$ cat src/common/gamePkg.sv
package gamePkg;

	// coordinate and fixed point widths
	localparam int COORD_W = 11;                    // holds 0..2047, enough for 640 plus a sprite
	localparam int FRAC_BITS = 6;                   // one pixel is 64 units
	localparam int POS_W = COORD_W + FRAC_BITS;     // fixed point position width

	// screen size in pixels
	localparam logic [COORD_W-1:0] SCREEN_WIDTH = 11'd640;
	localparam logic [COORD_W-1:0] SCREEN_HEIGHT = 11'd480;

	// sprites are squares
	localparam logic [COORD_W-1:0] PLAYER_SIZE = 11'd32;
	localparam logic [COORD_W-1:0] OBSTACLE_SIZE = 11'd32;

	// player placement
	localparam logic [COORD_W-1:0] PLAYER_Y = 11'd415;   // fixed row near the bottom
	localparam logic [COORD_W-1:0] INITIAL_X = 11'd304;  // roughly centred

	// player motion in fixed point units
	localparam logic [POS_W-1:0] PLAYER_STEP = 17'd150;  // about 2.34 pixels per frame
	localparam logic [POS_W-1:0] PLAYER_X_MAX =
		{SCREEN_WIDTH - PLAYER_SIZE, {FRAC_BITS{1'b0}}}; // 608 pixels shifted up
	localparam logic [POS_W-1:0] PLAYER_X_INIT =
		{INITIAL_X, {FRAC_BITS{1'b0}}};

	// obstacle fall in whole pixels
	localparam logic [COORD_W-1:0] FALL_SPEED = 11'd8;   // 60 frames top to bottom

	// 10 bit fibonacci lfsr for the column choice
	localparam int LFSR_W = 10;
	localparam logic [LFSR_W-1:0] LFSR_SEED = 10'h2a5;   // any nonzero value works
	localparam logic [LFSR_W-1:0] LFSR_TAPS = 10'h240;   // bits 9 and 6

	// game rules
	localparam logic [1:0] START_LIVES = 2'd3;
	localparam int SHIELD_W = 5;
	localparam logic [SHIELD_W-1:0] SHIELD_FRAMES = 5'd30; // one second at 30Hz

	// controller states
	typedef enum logic [1:0] {
		PLAYING = 2'd0,   // normal play, hits cost a life
		SHIELDED = 2'd1,  // hits ignored until timer runs out
		OVER = 2'd2       // no lives left
	} gameState;

endpackage

$ cat src/hdl/playerLogic.sv
`timescale 1ns/1ps

module playerLogic (
	input logic clk,
	input logic resetN,
	input logic startOfFrame,  // one cycle pulse per frame
	input logic left,          // button level
	input logic right,         // button level
	input logic active,        // low once the game is over
	output logic [gamePkg::COORD_W-1:0] playerX  // left edge in pixels
);

	// x position kept with FRAC_BITS of fraction
	logic [gamePkg::POS_W-1:0] posFix;
	logic moveRight;
	logic moveLeft;
	logic atRightEdge;
	logic atLeftEdge;

	// exactly one button, so both or none means stand still
	assign moveRight = right && !left;
	assign moveLeft = left && !right;

	// a full step would cross the limit
	assign atRightEdge = posFix >= (gamePkg::PLAYER_X_MAX - gamePkg::PLAYER_STEP);
	assign atLeftEdge = posFix < gamePkg::PLAYER_STEP;

	always_ff @(posedge clk or negedge resetN) begin
		if (!resetN) begin
			posFix <= gamePkg::PLAYER_X_INIT;
		end else if (startOfFrame && active) begin
			if (moveRight) begin
				if (atRightEdge)
					posFix <= gamePkg::PLAYER_X_MAX;  // clamp against the right border
				else
					posFix <= posFix + gamePkg::PLAYER_STEP;
			end else if (moveLeft) begin
				if (atLeftEdge)
					posFix <= '0;                     // clamp at column 0
				else
					posFix <= posFix - gamePkg::PLAYER_STEP;
			end
		end
	end

	// drop the fraction to get whole pixels
	assign playerX = posFix[gamePkg::POS_W-1:gamePkg::FRAC_BITS];

	// sprite must stay fully on screen
	posInRange: assert property (
		@(posedge clk) disable iff (!resetN)
		posFix <= gamePkg::PLAYER_X_MAX
	) else $error("player position past right limit");

endmodule

$ cat src/obstacle/obstacleLogic.sv
`timescale 1ns/1ps

module obstacleLogic (
	input logic clk,
	input logic resetN,
	input logic startOfFrame,  // one cycle pulse per frame
	input logic active,        // freeze when the game is over
	output logic [gamePkg::COORD_W-1:0] obstacleX,
	output logic [gamePkg::COORD_W-1:0] obstacleY,
	output logic passed        // obstacle left the bottom, one cycle
);

	logic [gamePkg::LFSR_W-1:0] lfsr;
	logic [gamePkg::LFSR_W-1:0] lfsrNext;
	logic feedback;
	logic [gamePkg::COORD_W-1:0] yNext;
	logic wrap;

	// xor of the tapped bits shifts in at the bottom
	assign feedback = ^(lfsr & gamePkg::LFSR_TAPS);
	assign lfsrNext = {lfsr[gamePkg::LFSR_W-2:0], feedback};

	// next row and whether it runs off the screen
	assign yNext = obstacleY + gamePkg::FALL_SPEED;
	assign wrap = yNext >= gamePkg::SCREEN_HEIGHT;

	always_ff @(posedge clk or negedge resetN) begin
		if (!resetN) begin
			lfsr <= gamePkg::LFSR_SEED;
			obstacleX <= gamePkg::COORD_W'(gamePkg::LFSR_SEED[8:0]);  // first column from seed
			obstacleY <= '0;
		end else if (startOfFrame && active) begin
			if (wrap) begin
				lfsr <= lfsrNext;                            // one step per wrap
				obstacleX <= gamePkg::COORD_W'(lfsrNext[8:0]);  // below 512 so it fits
				obstacleY <= '0;                             // back to the top
			end else begin
				obstacleY <= yNext;
			end
		end
	end

	// pulse only in the cycle right after a wrapping tick
	always_ff @(posedge clk or negedge resetN) begin
		if (!resetN)
			passed <= 1'b0;
		else
			passed <= startOfFrame && active && wrap;
	end

	// an all zero lfsr would lock up forever
	lfsrNonZero: assert property (
		@(posedge clk) disable iff (!resetN)
		lfsr != '0
	) else $error("obstacle lfsr reached zero");

endmodule

$ cat src/hdl/collisionDetect.sv
`timescale 1ns/1ps

module collisionDetect (
	input logic [gamePkg::COORD_W-1:0] playerX,
	input logic [gamePkg::COORD_W-1:0] playerY,
	input logic [gamePkg::COORD_W-1:0] obstacleX,
	input logic [gamePkg::COORD_W-1:0] obstacleY,
	output logic overlap  // squares share a pixel
);

	// one past the right and bottom edges of each square
	logic [gamePkg::COORD_W-1:0] playerRight;
	logic [gamePkg::COORD_W-1:0] playerBottom;
	logic [gamePkg::COORD_W-1:0] obstacleRight;
	logic [gamePkg::COORD_W-1:0] obstacleBottom;
	logic overlapX;
	logic overlapY;

	assign playerRight = playerX + gamePkg::PLAYER_SIZE;       // max 671, no overflow
	assign playerBottom = playerY + gamePkg::PLAYER_SIZE;
	assign obstacleRight = obstacleX + gamePkg::OBSTACLE_SIZE;
	assign obstacleBottom = obstacleY + gamePkg::OBSTACLE_SIZE;

	// half open intervals overlap when each starts before the other ends
	assign overlapX = (playerX < obstacleRight) && (obstacleX < playerRight);
	assign overlapY = (playerY < obstacleBottom) && (obstacleY < playerBottom);

	// both axes needed for a hit
	assign overlap = overlapX && overlapY;

endmodule

$ cat src/hdl/gameControl.sv
`timescale 1ns/1ps

module gameControl (
	input logic clk,
	input logic resetN,
	input logic startOfFrame,  // one cycle pulse per frame
	input logic overlap,       // player touches obstacle
	input logic passed,        // obstacle got past, cycle after the tick
	input logic invincible,    // request for a shield
	output logic active,       // world keeps moving
	output logic shielded,
	output logic gameOver,
	output logic [1:0] lives,
	output logic [15:0] score
);

	gamePkg::gameState state;
	logic [gamePkg::SHIELD_W-1:0] shieldTimer;  // frames of shield left
	logic [gamePkg::SHIELD_W-1:0] timerNext;

	assign timerNext = shieldTimer - 1'b1;

	// lives, shield and state all move on the frame tick
	always_ff @(posedge clk or negedge resetN) begin
		if (!resetN) begin
			state <= gamePkg::PLAYING;
			lives <= gamePkg::START_LIVES;
			shieldTimer <= '0;
		end else if (startOfFrame) begin
			case (state)
				gamePkg::PLAYING: begin
					if (overlap) begin
						lives <= lives - 1'b1;
						if (lives == 2'd1) begin
							state <= gamePkg::OVER;              // last life gone
						end else begin
							state <= gamePkg::SHIELDED;
							shieldTimer <= gamePkg::SHIELD_FRAMES;  // grace period after a hit
						end
					end else if (invincible) begin
						state <= gamePkg::SHIELDED;
						shieldTimer <= gamePkg::SHIELD_FRAMES;
					end
				end
				gamePkg::SHIELDED: begin
					// overlaps are ignored here
					if (invincible) begin
						shieldTimer <= gamePkg::SHIELD_FRAMES;  // keep shield up while requested
					end else begin
						shieldTimer <= timerNext;
						if (timerNext == '0)
							state <= gamePkg::PLAYING;         // shield ran out
					end
				end
				gamePkg::OVER: begin
					state <= gamePkg::OVER;  // only reset leaves
				end
				default: begin
					state <= gamePkg::PLAYING;
				end
			endcase
		end
	end

	// passes count in every state but OVER
	always_ff @(posedge clk or negedge resetN) begin
		if (!resetN)
			score <= '0;
		else if (passed && state != gamePkg::OVER)
			score <= score + 1'b1;
	end

	assign active = state != gamePkg::OVER;
	assign shielded = state == gamePkg::SHIELDED;
	assign gameOver = state == gamePkg::OVER;

	// end of game only ever with no lives left
	overNoLives: assert property (
		@(posedge clk) disable iff (!resetN)
		gameOver |-> (lives == 2'd0)
	) else $error("game over with lives remaining");

endmodule

$ cat src/hdl/gameTop.sv
`timescale 1ns/1ps

module gameTop (
	input logic clk,
	input logic resetN,
	input logic startOfFrame,  // one cycle pulse per frame
	input logic left,
	input logic right,
	input logic invincible,
	output logic [gamePkg::COORD_W-1:0] playerX,
	output logic [gamePkg::COORD_W-1:0] playerY,
	output logic [gamePkg::COORD_W-1:0] obstacleX,
	output logic [gamePkg::COORD_W-1:0] obstacleY,
	output logic [1:0] lives,
	output logic [15:0] score,
	output logic shielded,
	output logic gameOver
);

	logic active;   // controller lets the world move
	logic passed;   // obstacle wrapped
	logic overlap;  // hit this frame

	assign playerY = gamePkg::PLAYER_Y;  // player row never changes

	playerLogic player (
		.clk(clk),
		.resetN(resetN),
		.startOfFrame(startOfFrame),
		.left(left),
		.right(right),
		.active(active),
		.playerX(playerX)
	);

	obstacleLogic obstacle (
		.clk(clk),
		.resetN(resetN),
		.startOfFrame(startOfFrame),
		.active(active),
		.obstacleX(obstacleX),
		.obstacleY(obstacleY),
		.passed(passed)
	);

	// purely combinational on the current coordinates
	collisionDetect collision (
		.playerX(playerX),
		.playerY(playerY),
		.obstacleX(obstacleX),
		.obstacleY(obstacleY),
		.overlap(overlap)
	);

	gameControl control (
		.clk(clk),
		.resetN(resetN),
		.startOfFrame(startOfFrame),
		.overlap(overlap),
		.passed(passed),
		.invincible(invincible),
		.active(active),
		.shielded(shielded),
		.gameOver(gameOver),
		.lives(lives),
		.score(score)
	);

endmodule

$ cat config.mk
export PLATFORM = sky130hd
export DESIGN_NAME = gameTop
export DESIGN_NICKNAME = d
export VERILOG_FILES = /design/src/common/gamePkg.sv /design/src/hdl/playerLogic.sv /design/src/obstacle/obstacleLogic.sv /design/src/hdl/collisionDetect.sv /design/src/hdl/gameControl.sv /design/src/hdl/gameTop.sv
export SDC_FILE = /design/constraint.sdc
export NUM_CORES = 1
export LEC_CHECK = 0
export BUFFER_PORTS_ARGS = -buffer_cell sky130_fd_sc_hd__buf_2
export CORE_UTILIZATION = 55
export CTS_BUF_LIST = sky130_fd_sc_hd__clkbuf_8
export CTS_CLUSTER_DIAMETER = 200
export DETAILED_ROUTE_END_ITERATION = 6
export PLACE_DENSITY = 0.8
export SYNTH_ARGS = -nofsm -noshare
export SYNTH_HDL_FRONTEND = slang
export SYNTH_HIERARCHICAL = 1
export SYNTH_SLANG_ARGS = --single-unit
$ cat constraint.sdc
create_clock -name clk -period 2.35 [get_ports clk]
set_input_delay 0.47 -clock clk [delete_from_list [all_inputs] [get_ports clk]]
set_output_delay 0.47 -clock clk [all_outputs]
set_load 0.05 [all_outputs]
# After elaboration in Yosys (flattened, before gate mapping)
# Cells that the tools add are included.
word_totals:
  regBits: 73
  input_bits: 6
  out_inout_bits: 64
classes:
  n_addsub: 9
  magnitude_cmp: 7
  eq_ne: 8
  mux: 16
  n_reduce_logical: 20
op_table:
  columns: ["cell", "count"]
  rows:
  - ["$mux 17", 4]
  - ["$add 11x6->11 const B", 2]
  - ["$mux 5", 4]
  - ["$add 17x8->17 const B", 1]
  - ["$ge 17x16->1 const B", 1]
  - ["$lt 17x8->1 const B", 1]
  - ["$sub 17x8->17 const B", 1]
  - ["$add 16x1->16 const B", 1]
  - ["$add 11x4->11 const B", 1]
  - ["$ge 11x9->1 const B", 1]
  - ["$lt 11x11->1", 1]
  - ["$lt 11x9->1 const B", 1]
  - ["$lt 9x11->1", 1]
  - ["$lt 9x11->1 const A", 1]
  - ["$mux 11", 1]
  - ["$add 9x6->10 const B", 1]
  - ["$mux 2", 5]
  - ["$pmux 5 s2", 1]
  - ["$reduce_xor 10->1", 1]
  - ["$logic_and 1x1->1", 8]
  - ["$reduce_and 4->1", 2]
  - ["$ne 3x3->1 const B", 2]
  - ["$pmux 2 s3", 1]
  - ["$logic_not 5->1", 1]
  - ["11 further kinds", 16]

# Depth between registers and ports, before layout
# Gate-level depths: netlist of run 1.
depth:
  depth_word: 6
  ltp_mapped: 14

# Cells and area by module
# The synthesis of run 1 kept the hierarchy.
modules_own_cells:
  columns: ["module", "n_inst", "cells_per_inst", "area_per_inst_um2", "seq_area_each_um2"]
  rows:
  - ["playerLogic", 1, 203, 1631.6, 404.1]
  - ["gameControl", 1, 115, 1253.7, 628.1]
  - ["collisionDetect", 1, 146, 1168.6, 0.0]
  - ["obstacleLogic", 1, 95, 1068.5, 481.7]
  - ["gameTop", 1, 13, 90.1, 0.0]

# Worst setup path before layout of run 1
# OpenSTA, ideal clock, no wires.
synth_timing:
  kind: "flip-flop to flip-flop"
  startpoint: "register obstacle/obstacleY[5] in the netlist's numbering"
  endpoint: "register control/shieldTimer[2] in the netlist's numbering"
  t_arrival_ns: 2.790
  path_slack_ns: -0.560
  stages_incl_launch_ff: 13
  path_buffers: 0
  period_less_slack_ns: 2.910
  cell_sequence: "dfrtp_1 > ha_1 > nand3_1 > xor2_1 > ha_1 > and3_1 > nand2_1 > nand4_1 > nor3_1 > and4_1 > a21oi_1 > o21a_1 > o211a_1"
synth_via:
  elab_chain_len: 6
  elab_cells_between_ends: 10
synth_rtl:
  columns: ["item", "line_no", "rtl"]
  rows:
  - ["start: declaration", "obstacleLogic.sv:9", "output logic [gamePkg::COORD_W-1:0] obstacleY,"]
  - ["start signal: assignment", "obstacleLogic.sv:38", "obstacleY <= yNext;"]
  - ["$add 11x6->11", "collisionDetect.sv:22", "assign obstacleBottom = obstacleY + gamePkg::OBSTACLE_SIZE;"]
  - ["$lt 9x11->1", "collisionDetect.sv:26", "assign overlapY = (playerY < obstacleBottom) && (obstacleY < playerBottom);"]
  - ["$logic_and 1x1->1 *", "collisionDetect.sv:26", null]
  - ["$logic_and 1x1->1 *", "collisionDetect.sv:29", "assign overlap = overlapX && overlapY;"]
  - ["via overlap", "gameTop.sv:22", "logic overlap;"]
  - ["$ne 3x3->1 (no source line) / $mux 5 (equally long branches)", null, null]
  - ["$reduce_and 4->1 (no source line) / $pmux 5 s2 (equally long branches)", null, null]
  - ["end signal: assignment", "gameControl.sv:38", "shieldTimer <= gamePkg::SHIELD_FRAMES;"]
  - ["end signal: assignment", "gameControl.sv:42", "shieldTimer <= gamePkg::SHIELD_FRAMES;"]
  - ["end signal: assignment", "gameControl.sv:48", "shieldTimer <= gamePkg::SHIELD_FRAMES;"]
  - ["end: declaration", "gameControl.sv:18", "logic [gamePkg::SHIELD_W-1:0] shieldTimer;"]
# The timed path passes the listed nets; every way through them passes the cells marked *.
# A chain may end at the register's enable or synchronous reset.

# Worst setup path in the final report of run 1
layout_timing:
  startpoint: "register player/posFix[11] in the netlist's numbering"
  endpoint: "register control/shieldTimer[2] in the netlist's numbering"
layout_via:
  elab_chain_len: 6
  elab_cells_between_ends: 10
layout_rtl:
  columns: ["item", "line_no", "rtl"]
  rows:
  - ["start: declaration", "playerLogic.sv:14", "logic [gamePkg::POS_W-1:0] posFix;"]
  - ["start signal: assignment", "playerLogic.sv:30", "posFix <= gamePkg::PLAYER_X_INIT;"]
  - ["start signal: assignment", "playerLogic.sv:34", "posFix <= gamePkg::PLAYER_X_MAX;"]
  - ["start signal: assignment", "playerLogic.sv:36", "posFix <= posFix + gamePkg::PLAYER_STEP;"]
  - ["$add 11x6->11", "collisionDetect.sv:19", "assign playerRight = playerX + gamePkg::PLAYER_SIZE;"]
  - ["$lt 9x11->1", "collisionDetect.sv:25", "assign overlapX = (playerX < obstacleRight) && (obstacleX < playerRight);"]
  - ["$logic_and 1x1->1 *", "collisionDetect.sv:25", null]
  - ["$logic_and 1x1->1 *", "collisionDetect.sv:29", null]
  - ["via overlap", "gameTop.sv:22", null]
  - ["$ne 3x3->1 (no source line) / $mux 5 (equally long branches)", null, null]
  - ["$reduce_and 4->1 (no source line) / $pmux 5 s2 (equally long branches)", null, null]
# Marks and branches as above.

==> metrics, run 1 <==
Worst slew margin 43.07%; first-pass GRT wire length just over 20 mm; fin crit share 112.8%; layout cells sized above 1 around 30%; total gr overflow 0; number of fill cells 708; CP Launch Type flip-flop; CTS Sinks 60; Worst Setup End Kind flip-flop; Die X a little under 100 µm; synthesized instance count 572; commonest non-fill, non-tap cell in the layout buf_4; Yosys reg bits 60; highest metal used met4; Initial Utilization 56.68%; Overall Power 6451 µW; Detail Route Antenna Nets 0; Tightest Hold Check Type input pin to async pin; area grow syn2layout 19.73%; Reg clk slew, reported paths about 70 ps; floorplan row count 35; vias in the first global route 4469; status complete, but fails checks; Final setup viols 9; setup tns final -1950 ps; Seq/Total Area, Yosys 29.04%; PortBufs 53; Worst-Skew Late Latency about 350 ps; Peak supply drop between 0.6 and 0.7 mV; post-route setup slack -300.4 ps; P_leak 0.003037 µW; Worst Tran Pin Value 847.4 ps; RSZ-0062 raised after global routing yes; fin nets 748; Register-to-Register Path Depth 12; fraction of registers with async set or reset after synthesis 100.0%; Pre-antenna DRT Iters 5; Ys Warns 6; post-synthesis cell area 5212 µm²; I/O Pins 70; pin count of the biggest net entering global routing 33; Clock Skew 8.773 ps; pwr dens 1034 nW/µm²; Multi-input gate area 3426 µm²; DR WL met3 roughly 560 µm; drt wl/cell 15.80 µm; via count 4725; Remaining DRCs 0; WS Path Type flip-flop to flip-flop; die outline height 99.35 µm; fin crit period roughly 2700 ps; CTS tree done; core box area 9196 µm²; Worst EP arrival roughly 2900 ps; Post-DP HPWL 9.546 mm; vias per cell 5.848; Routed WL 12.77 mm; final slew viol count 0; H-Tree Depth 3; Die Footprint 9870 µm²; endpoints failing hold 0; GRT Total Usage between 20% and 30%; met2 WL about 6.7 mm; initial antenna violation count 0; Max FO, Critical Path 5; Crit path required time around 2600 ps; Highest Clock Rate 377.3 MHz; CTS Buf Count 9; clock root buffer clkbuf_8; Avg Inst Size Synth around 9.1 µm²; most frequent cells in the layout buf_4, buf_2, ha_1; Max Cap Viol 0; routability cong. 0.9244; ys flop type dfrtp_1; ant diodes 0; Seq. cell area 1523 µm²; CTS max path bufs 2; DRT iter0 DRCs 236; WL met1 about 5.2 mm; failing checks setup timing; Post-synth EDFFs 0; Synth cell types 79
-- final timing paths --
path	startpoint	end	slack (ps)
worst max-delay path	player/posFix[11]	control/shieldTimer[2]	-300
worst min-delay path	resetN	obstacle/obstacleY[3]	160
worst max register to register	player/posFix[11]	control/shieldTimer[2]	-300
worst min register to register	control/score[15]	control/score[15]	470
max in group asynchronous	resetN	player/posFix[14]	1480
min in group clk	startOfFrame	control/state[1]	420
-- synth_stat cells, types with 12 or more instances --
| library cell | instances | area share (%) |
|---|---|---|
| dfrtp_1 | 50 | 24 |
| ha_1 | 50 | 12 |
| inv_1 | 40 | 2.9 |
| nand3_1 | 37 | 3.6 |
| buf_4 | 36 | 5.2 |
| nand2_1 | 34 | 2.4 |
| nor2_1 | 27 | 1.9 |
| o21ai_0 | 20 | 1.9 |
| xor2_1 | 20 | 3.4 |
| xnor2_1 | 17 | 2.9 |
| nor3_1 | 16 | 1.5 |
| a21oi_1 | 15 | 1.4 |
| and3_1 | 12 | 1.4 |
| buf_2 | 12 | 1.2 |
-- per-stage QoR --
| step | worst slack, ps | utilization, % | cells | hold slack, ps | area [µm²] |
|---|---|---|---|---|---|
| after floorplan | -273.7 | - | 617 | 174.4 | 5419 |
| after global placement | -288.8 | 64.39 | 788 | 449.2 | 5922 |
| after detailed placement | -390.4 | 64.39 | 788 | 450.7 | 5922 |
| after CTS | -260.5 | 66.90 | 807 | 177.2 | 6152 |
| after global routing | -407.0 | 67.86 | 808 | 212.3 | 6241 |
| final | -300.4 | 67.86 | 808 | 162.0 | 6241 |
-- registers in the layout, summed over array words and instances (netlist names) --
register	count
control/score	16
obstacle/obstacleY	8
obstacle/passed	1
player/posFix	16
control/lives	2
control/state	2
obstacle/lfsr	10
control/shieldTimer	5
-- where the power goes --
group	internal [µW]	switching [µW]	total, µW
sequential	1310	306	1610
clock	387	448	835
combinational	1510	2490	4000
-- cell type report --
cell class / count / share of cell area (%)
multi-input combinational: 458 / 54.89
sequential: 60 / 24.40
timing repair buffer: 122 / 13.07
inverter: 41 / 2.586
tap: 111 / 2.225
clock buffer: 9 / 1.985
clock inverter: 7 / 0.8420
-- kinds of logic after synthesis --
group | share of synthesized area, %
buffers and inverters | 10.73
AO/OA/AOI/OAI | 20.02
other | 0.2160
adder cells (fa/ha/maj) | 12.00
AND/OR/NAND/NOR | 18.10
flip-flops | 29.04
multiplexers | 3.673
XOR/XNOR | 6.217
-- metal layers --
metal  track usage (%)  up-vias
met2             47.17      175
met1             31.33     2259
met3             4.146       38
met5                 0        -
li1                  -     2253
met4             10.63        0
-- critical path: stages, from the launching register on --
cell and delay (ps):
dfstp_2 580, and3_4 190, nand3_2 70, xor2_1 140, ha_1 310, and3_4 170
nand2_2 50, nand4_1 80, nor3_1 130, and4_4 290, a21oi_4 70, o21a_4 240
o211a_1 210
-- timing repair --
item                       4_1_cts  5_1_grt
gates cloned                     0        0
setup endpoints to repair       10       19
pin swaps                        4        5
gates resized for setup          9       16
hold endpoints to repair         0        0
hold buffers                     0        0
buffers inserted                 3        1
Power figures use the tool's default switching activity.
==> inputs of run 2 (changes only) <==
CORE_UTILIZATION = 53   (was 55)
CTS_BUF_LIST = default   (was sky130_fd_sc_hd__clkbuf_8)
PLACE_DENSITY = 0.77   (was 0.8)
==> metrics, run 2 (synthesized netlist as in run 1, its figures left out) <==
status complete, but fails checks; failing checks setup timing; vias in the first global route approximately 4600; core box area approximately 9400 µm²; Tightest Hold Check Type input pin to async pin; Worst-Skew Late Latency 340 ps; first-pass GRT wire length 21.54 mm; Crit path required time 2580 ps; FF-to-FF Start player/posFix[11]; CP peak stage delay 580 ps; layout cells sized above 1 30.54%; most frequent cells in the layout buf_4, buf_2, ha_1; WS Path Type flip-flop to flip-flop; I/O Pins 70; vias per cell 5.761; fin crit share 113.7%; R2R Setup Slk -320 ps; CP top delay family simple AND/OR/NAND/NOR gates; pin count of the biggest net entering global routing 28; met1 Use GR between 30 and 40%; Remaining DRCs 0; Clock Skew about 6.8 ps; GRT Total Usage 26.57%; clock root buffer clkbuf_8; Max FO, Critical Path 5; Worst Setup End Kind flip-flop; Post-CTS Hold Buffers 0; P_leak 0.003080 µW; pwr dens 1052 nW/µm²; Multi-input gate area 3422 µm²; WP buf/inv 0; Detail Route Antenna Nets 0; final slew viol count 0; Seq. cell area ~1500 µm²; CP max-delay cell dfstp_2; GR peak layer met2; Die X 101.2 µm; floorplan row count 35; Worst EP arrival 2910 ps; H-Tree Depth 3; drt wl/cell ~16 µm; routability cong. 0.9177; Worst slew margin approximately two fifths; fin nets 755; Peak supply drop 0.6179 mV; CP Launch Type flip-flop; DRT iter0 DRCs about 350; Overall Power 6664 µW; Reg clk slew, reported paths 70 ps; number of fill cells 754; Max Cap Viol 0; CTS Sinks 60; Die Footprint 10240 µm²; PortBufs 53; cell mode on critical path and3_4; via count 4799; area grow syn2layout 21.58%; Fin Hold WS about 83 ps; ant diodes 0; reg2reg end control/shieldTimer[2]; CTS Buf Count 9; die outline height 101.2 µm; biggest regs control/score x16, player/posFix x16, obstacle/lfsr x10; Worst Tran Pin Value around 870 ps; post-route setup slack -322.1 ps; CP cell instances and3_4, nand3_2, xor2_1, ha_1, and3_4, nand2_1, nand4_1, nor3_2, and4_4, a21oi_4, o21a_4, o211a_1; Post-DP HPWL 9.744 mm; endpoints failing hold 0; global-route met2 utilization 46.73%; RSZ-0062 raised after global routing yes; Global Route met3 Usage 4.900%; fin crit period 2672 ps; Routed WL 13.21 mm; CTS tree done; CTS max path bufs 2; total gr overflow 0; Final setup viols 9; commonest non-fill, non-tap cell in the layout buf_4; Register-to-Register Path Depth 12; initial antenna violation count 0; Highest Clock Rate 374.2 MHz; pre-CTS WS -409.6 ps; Initial Utilization 55.62%; Pre-antenna DRT Iters 5
-- run 2: cell type report --
type	count	share of cell area, %
clock inverters	5	1.224
clock buffers	11	2.073
well taps	129	2.547
inverters	41	2.547
flip-flops and latches	60	24.03
multi-input cells	458	54.00
repair buffers	129	13.58
-- run 2: power breakdown --
group,leakage (µW),switching (µW),internal [µW]
combinational,0.00225,2500,1540
clock,0.000103,404,594
sequential,0.000726,314,1310
-- run 2: worst max-delay path by stage --
stage / slack (ps) / end / from / cells past startpoint
2_1_floorplan: -270 / control/shieldTimer[2] / player/posFix[11] / 13
3_3_place_gp: -300 / control/shieldTimer[4] / player/posFix[11] / 13
3_5_place_dp: -410 / control/shieldTimer[4] / player/posFix[11] / 13
4_1_cts: -280 / control/shieldTimer[4] / player/posFix[11] / 13
5_1_grt: -430 / control/shieldTimer[2] / player/posFix[11] / 12
6_report: -320 / control/shieldTimer[2] / player/posFix[11] / 12
-- run 2: timing repair --
item | CTS | global route
gates resized for setup | 5 | 19
pin swaps | 2 | 2
endpoints found under the setup margin | 10 | 19
buffers inserted | 0 | 2
-- run 2: routing by layer --
metal | share of wire, % | wire, µm
met1 | 41 | 5377
met2 | 53 | 6951
met3 | 4.9 | 643
met4 | 1.8 | 240
met5 | 0 | 0
-- run 2: metrics by stage --
| step | util [%] | TNS, ps | area, µm² | std cells |
|---|---|---|---|---|
| after floorplan | - | -1589 | 5419 | 617 |
| after global placement | 64.15 | -1809 | 6012 | 815 |
| after detailed placement | 64.15 | -2548 | 6012 | 815 |
| after CTS | 66.48 | -1984 | 6230 | 831 |
| after global routing | 67.62 | -3457 | 6337 | 833 |
| final | 67.62 | -2336 | 6337 | 833 |
==> inputs of run 3 (changes only) <==
CORE_UTILIZATION = 55   (was 53)
clock period = 2.54 ns   (was 2.35 ns; I/O delays follow)
==> metrics, run 3 (synthesized netlist as in run 1, its figures left out) <==
status complete, but fails checks; failing checks setup timing; Clock power frac between 10 and 15%; PortBufs 53; RSZ-0062 raised after global routing yes; I/O Pins 70; vias per cell 5.827; Seq. cell area 1523 µm²; origin of the worst setup path player/posFix[11]; die outline height 99.35 µm; Post-CTS Hold Buffers 0; layout cells sized above 1 27.75%; Remaining DRCs 0; floorplan row count 35; endpoints failing hold 0; core box area 9196 µm²; CP Launch Type flip-flop; CP cell instances ha_4, nand3_2, xor2_1, ha_1, and3_4, nand2_1, nand4_1, nor3_1, and4_4, a21oi_4, o21a_4, o211a_1; Sw Ratio 49.75%; Crit path required time 2790 ps; most frequent cells in the layout buf_4, buf_2, ha_1; drt wl/cell 15.57 µm; fin crit share 101.3%; Non-Filler Instances 792; WS Path Type flip-flop to flip-flop; Pre-antenna DRT Iters 5; P_leak 0.002947 µW; Max FO, Critical Path 5; fin nets 732; Reg clk slew, reported paths 80 ps; area grow syn2layout 16.61%; Highest Clock Rate 388.6 MHz; Initial Utilization 56.68%; Worst EP arrival around 2800 ps; crit path to control/shieldTimer[2]; Tightest Hold Check Type input pin to async pin; CTS Sinks 60; Die Footprint 9870 µm²; H-Tree Depth 3; Clock Skew between 10 and 15 ps; clock root buffer clkbuf_8; pin count of the biggest net entering global routing 22; Multi-input gate area 3393 µm²; Logic pwr share slightly below 60%; total gr overflow 0; CP max-delay cell dfstp_2; FF-to-FF Start player/posFix[11]; vias in the first global route 4436; Sw Pwr 2925 µW; Detail Route Antenna Nets 0; Die X between 90 and 100 µm; CTS max path bufs 2; reg2reg end control/shieldTimer[2]; Peak supply drop 0.6840 mV; initial antenna violation count 0; CTS Buf Count 9; R2R Setup Slk -30 ps; Worst slew margin 43.93%; Flop pwr share about a quarter; fin crit period 2573 ps; Final setup viols 4; CTS tree done; via count 4615; biggest regs control/score x16, player/posFix x16, obstacle/lfsr x10; Overall Power 5879 µW; Worst Tran Pin Value roughly 830 ps; Post-DP HPWL roughly 9.4 mm; Max Cap Viol 0; GRT Total Usage 25.87%; Pint 2954 µW; pwr dens 967.3 nW/µm²; setup tns final -70.44 ps; ant diodes 0; CP peak stage delay 560 ps; Routed WL 12.33 mm; first-pass GRT wire length 20.47 mm; DRT iter0 DRCs between 200 and 300; post-route setup slack -33.17 ps; Worst-Skew Late Latency 350 ps; dpl cells 774; Register-to-Register Path Depth 12; Worst Setup End Kind flip-flop; final slew viol count 0; number of fill cells 785; routability cong. 0.9310
==> run 3: changes by cell type in the layout (fill, tap and decap cells not counted), moves of 2 or more <==
cell      delta
nor3_2       -2
clkbuf_1     -2
buf_4       -21
buf_12       -2
inv_6        +2
nor3_1       +2
clkinv_4     +2
==> run 3: how the worst min path moves through the flow <==
| stage | from | endpoint | slack (ps) | cells after the start |
|---|---|---|---|---|
| 6_report | resetN | obstacle/obstacleY[3] | 110 | 1 |
| 5_1_grt | resetN | obstacle/obstacleY[3] | 120 | 1 |
| 4_1_cts | resetN | obstacle/obstacleY[3] | 110 | 1 |
| 3_5_place_dp | control/score[15] | control/score[15] | 460 | 1 |
| 3_3_place_gp | control/score[15] | control/score[15] | 450 | 1 |
| 2_1_floorplan | resetN | control/score[0] | 210 | 0 |
==> run 3: metrics by stage <==
step                      area (µm²)  util (%)  setup slack [ps]  hold slack (ps)
after floorplan                 5419         -            -83.67            212.4
after global routing            6078     66.10            -128.5            120.2
after global placement          5792     62.98            -107.8            453.6
after CTS                       6028     65.55            -17.14            105.7
after detailed placement        5792     62.98            -236.2            462.7
final                           6078     66.10            -33.17            106.7
==> run 3: final cells by class <==
| type | instances | share of cell area, % |
|---|---|---|
| Inverter | 41 | 2.655 |
| Tap cell | 111 | 2.285 |
| Clock inverter | 7 | 1.235 |
| Multi-Input combinational cell | 458 | 55.83 |
| Sequential cell | 60 | 25.05 |
| Timing Repair Buffer | 106 | 10.91 |
| Clock buffer | 9 | 2.038 |
==> run 3: worst max-delay path, delay by kind of cell, from the launching register on <==
family                     cells  cell delay, ps
AOI/OAI and AO/OA              3             490
DFF                            1             560
xor gates and xnor gates       1             150
and+or+nand+nor                6             850
adders and majority gates      2             440
==> run 3: repair_timing <==
item,4_1_cts,5_1_grt
pin swaps,3,2
setup endpoints to repair,8,8
gates resized for setup,8,8
setup buffers,1,1
==> run 3: power groups by stage <==
| stage | Sequential, µW | Clock [µW] | Combinational [µW] |
|---|---|---|---|
| after floorplan | 1790 | 0 | 2320 |
| after CTS | 1540 | 892 | 3390 |
| after global routing | 1580 | 935 | 3780 |
| final | 1550 | 872 | 3460 |
| after global placement | 1530 | 0 | 3240 |
| after detailed placement | 1550 | 0 | 3330 |
==> run 3: per-layer routing <==
| layer | vias up | part of all wire, % | global-route usage [%] |
|---|---|---|---|
| met2 | 151 | 52 | 46.26 |
| met3 | 17 | 4.3 | 4.849 |
| met1 | 2235 | 42 | 30.73 |
| met5 | - | 0 | 0 |
| met4 | 0 | 1.8 | 9.955 |
| li1 | 2212 | - | - |
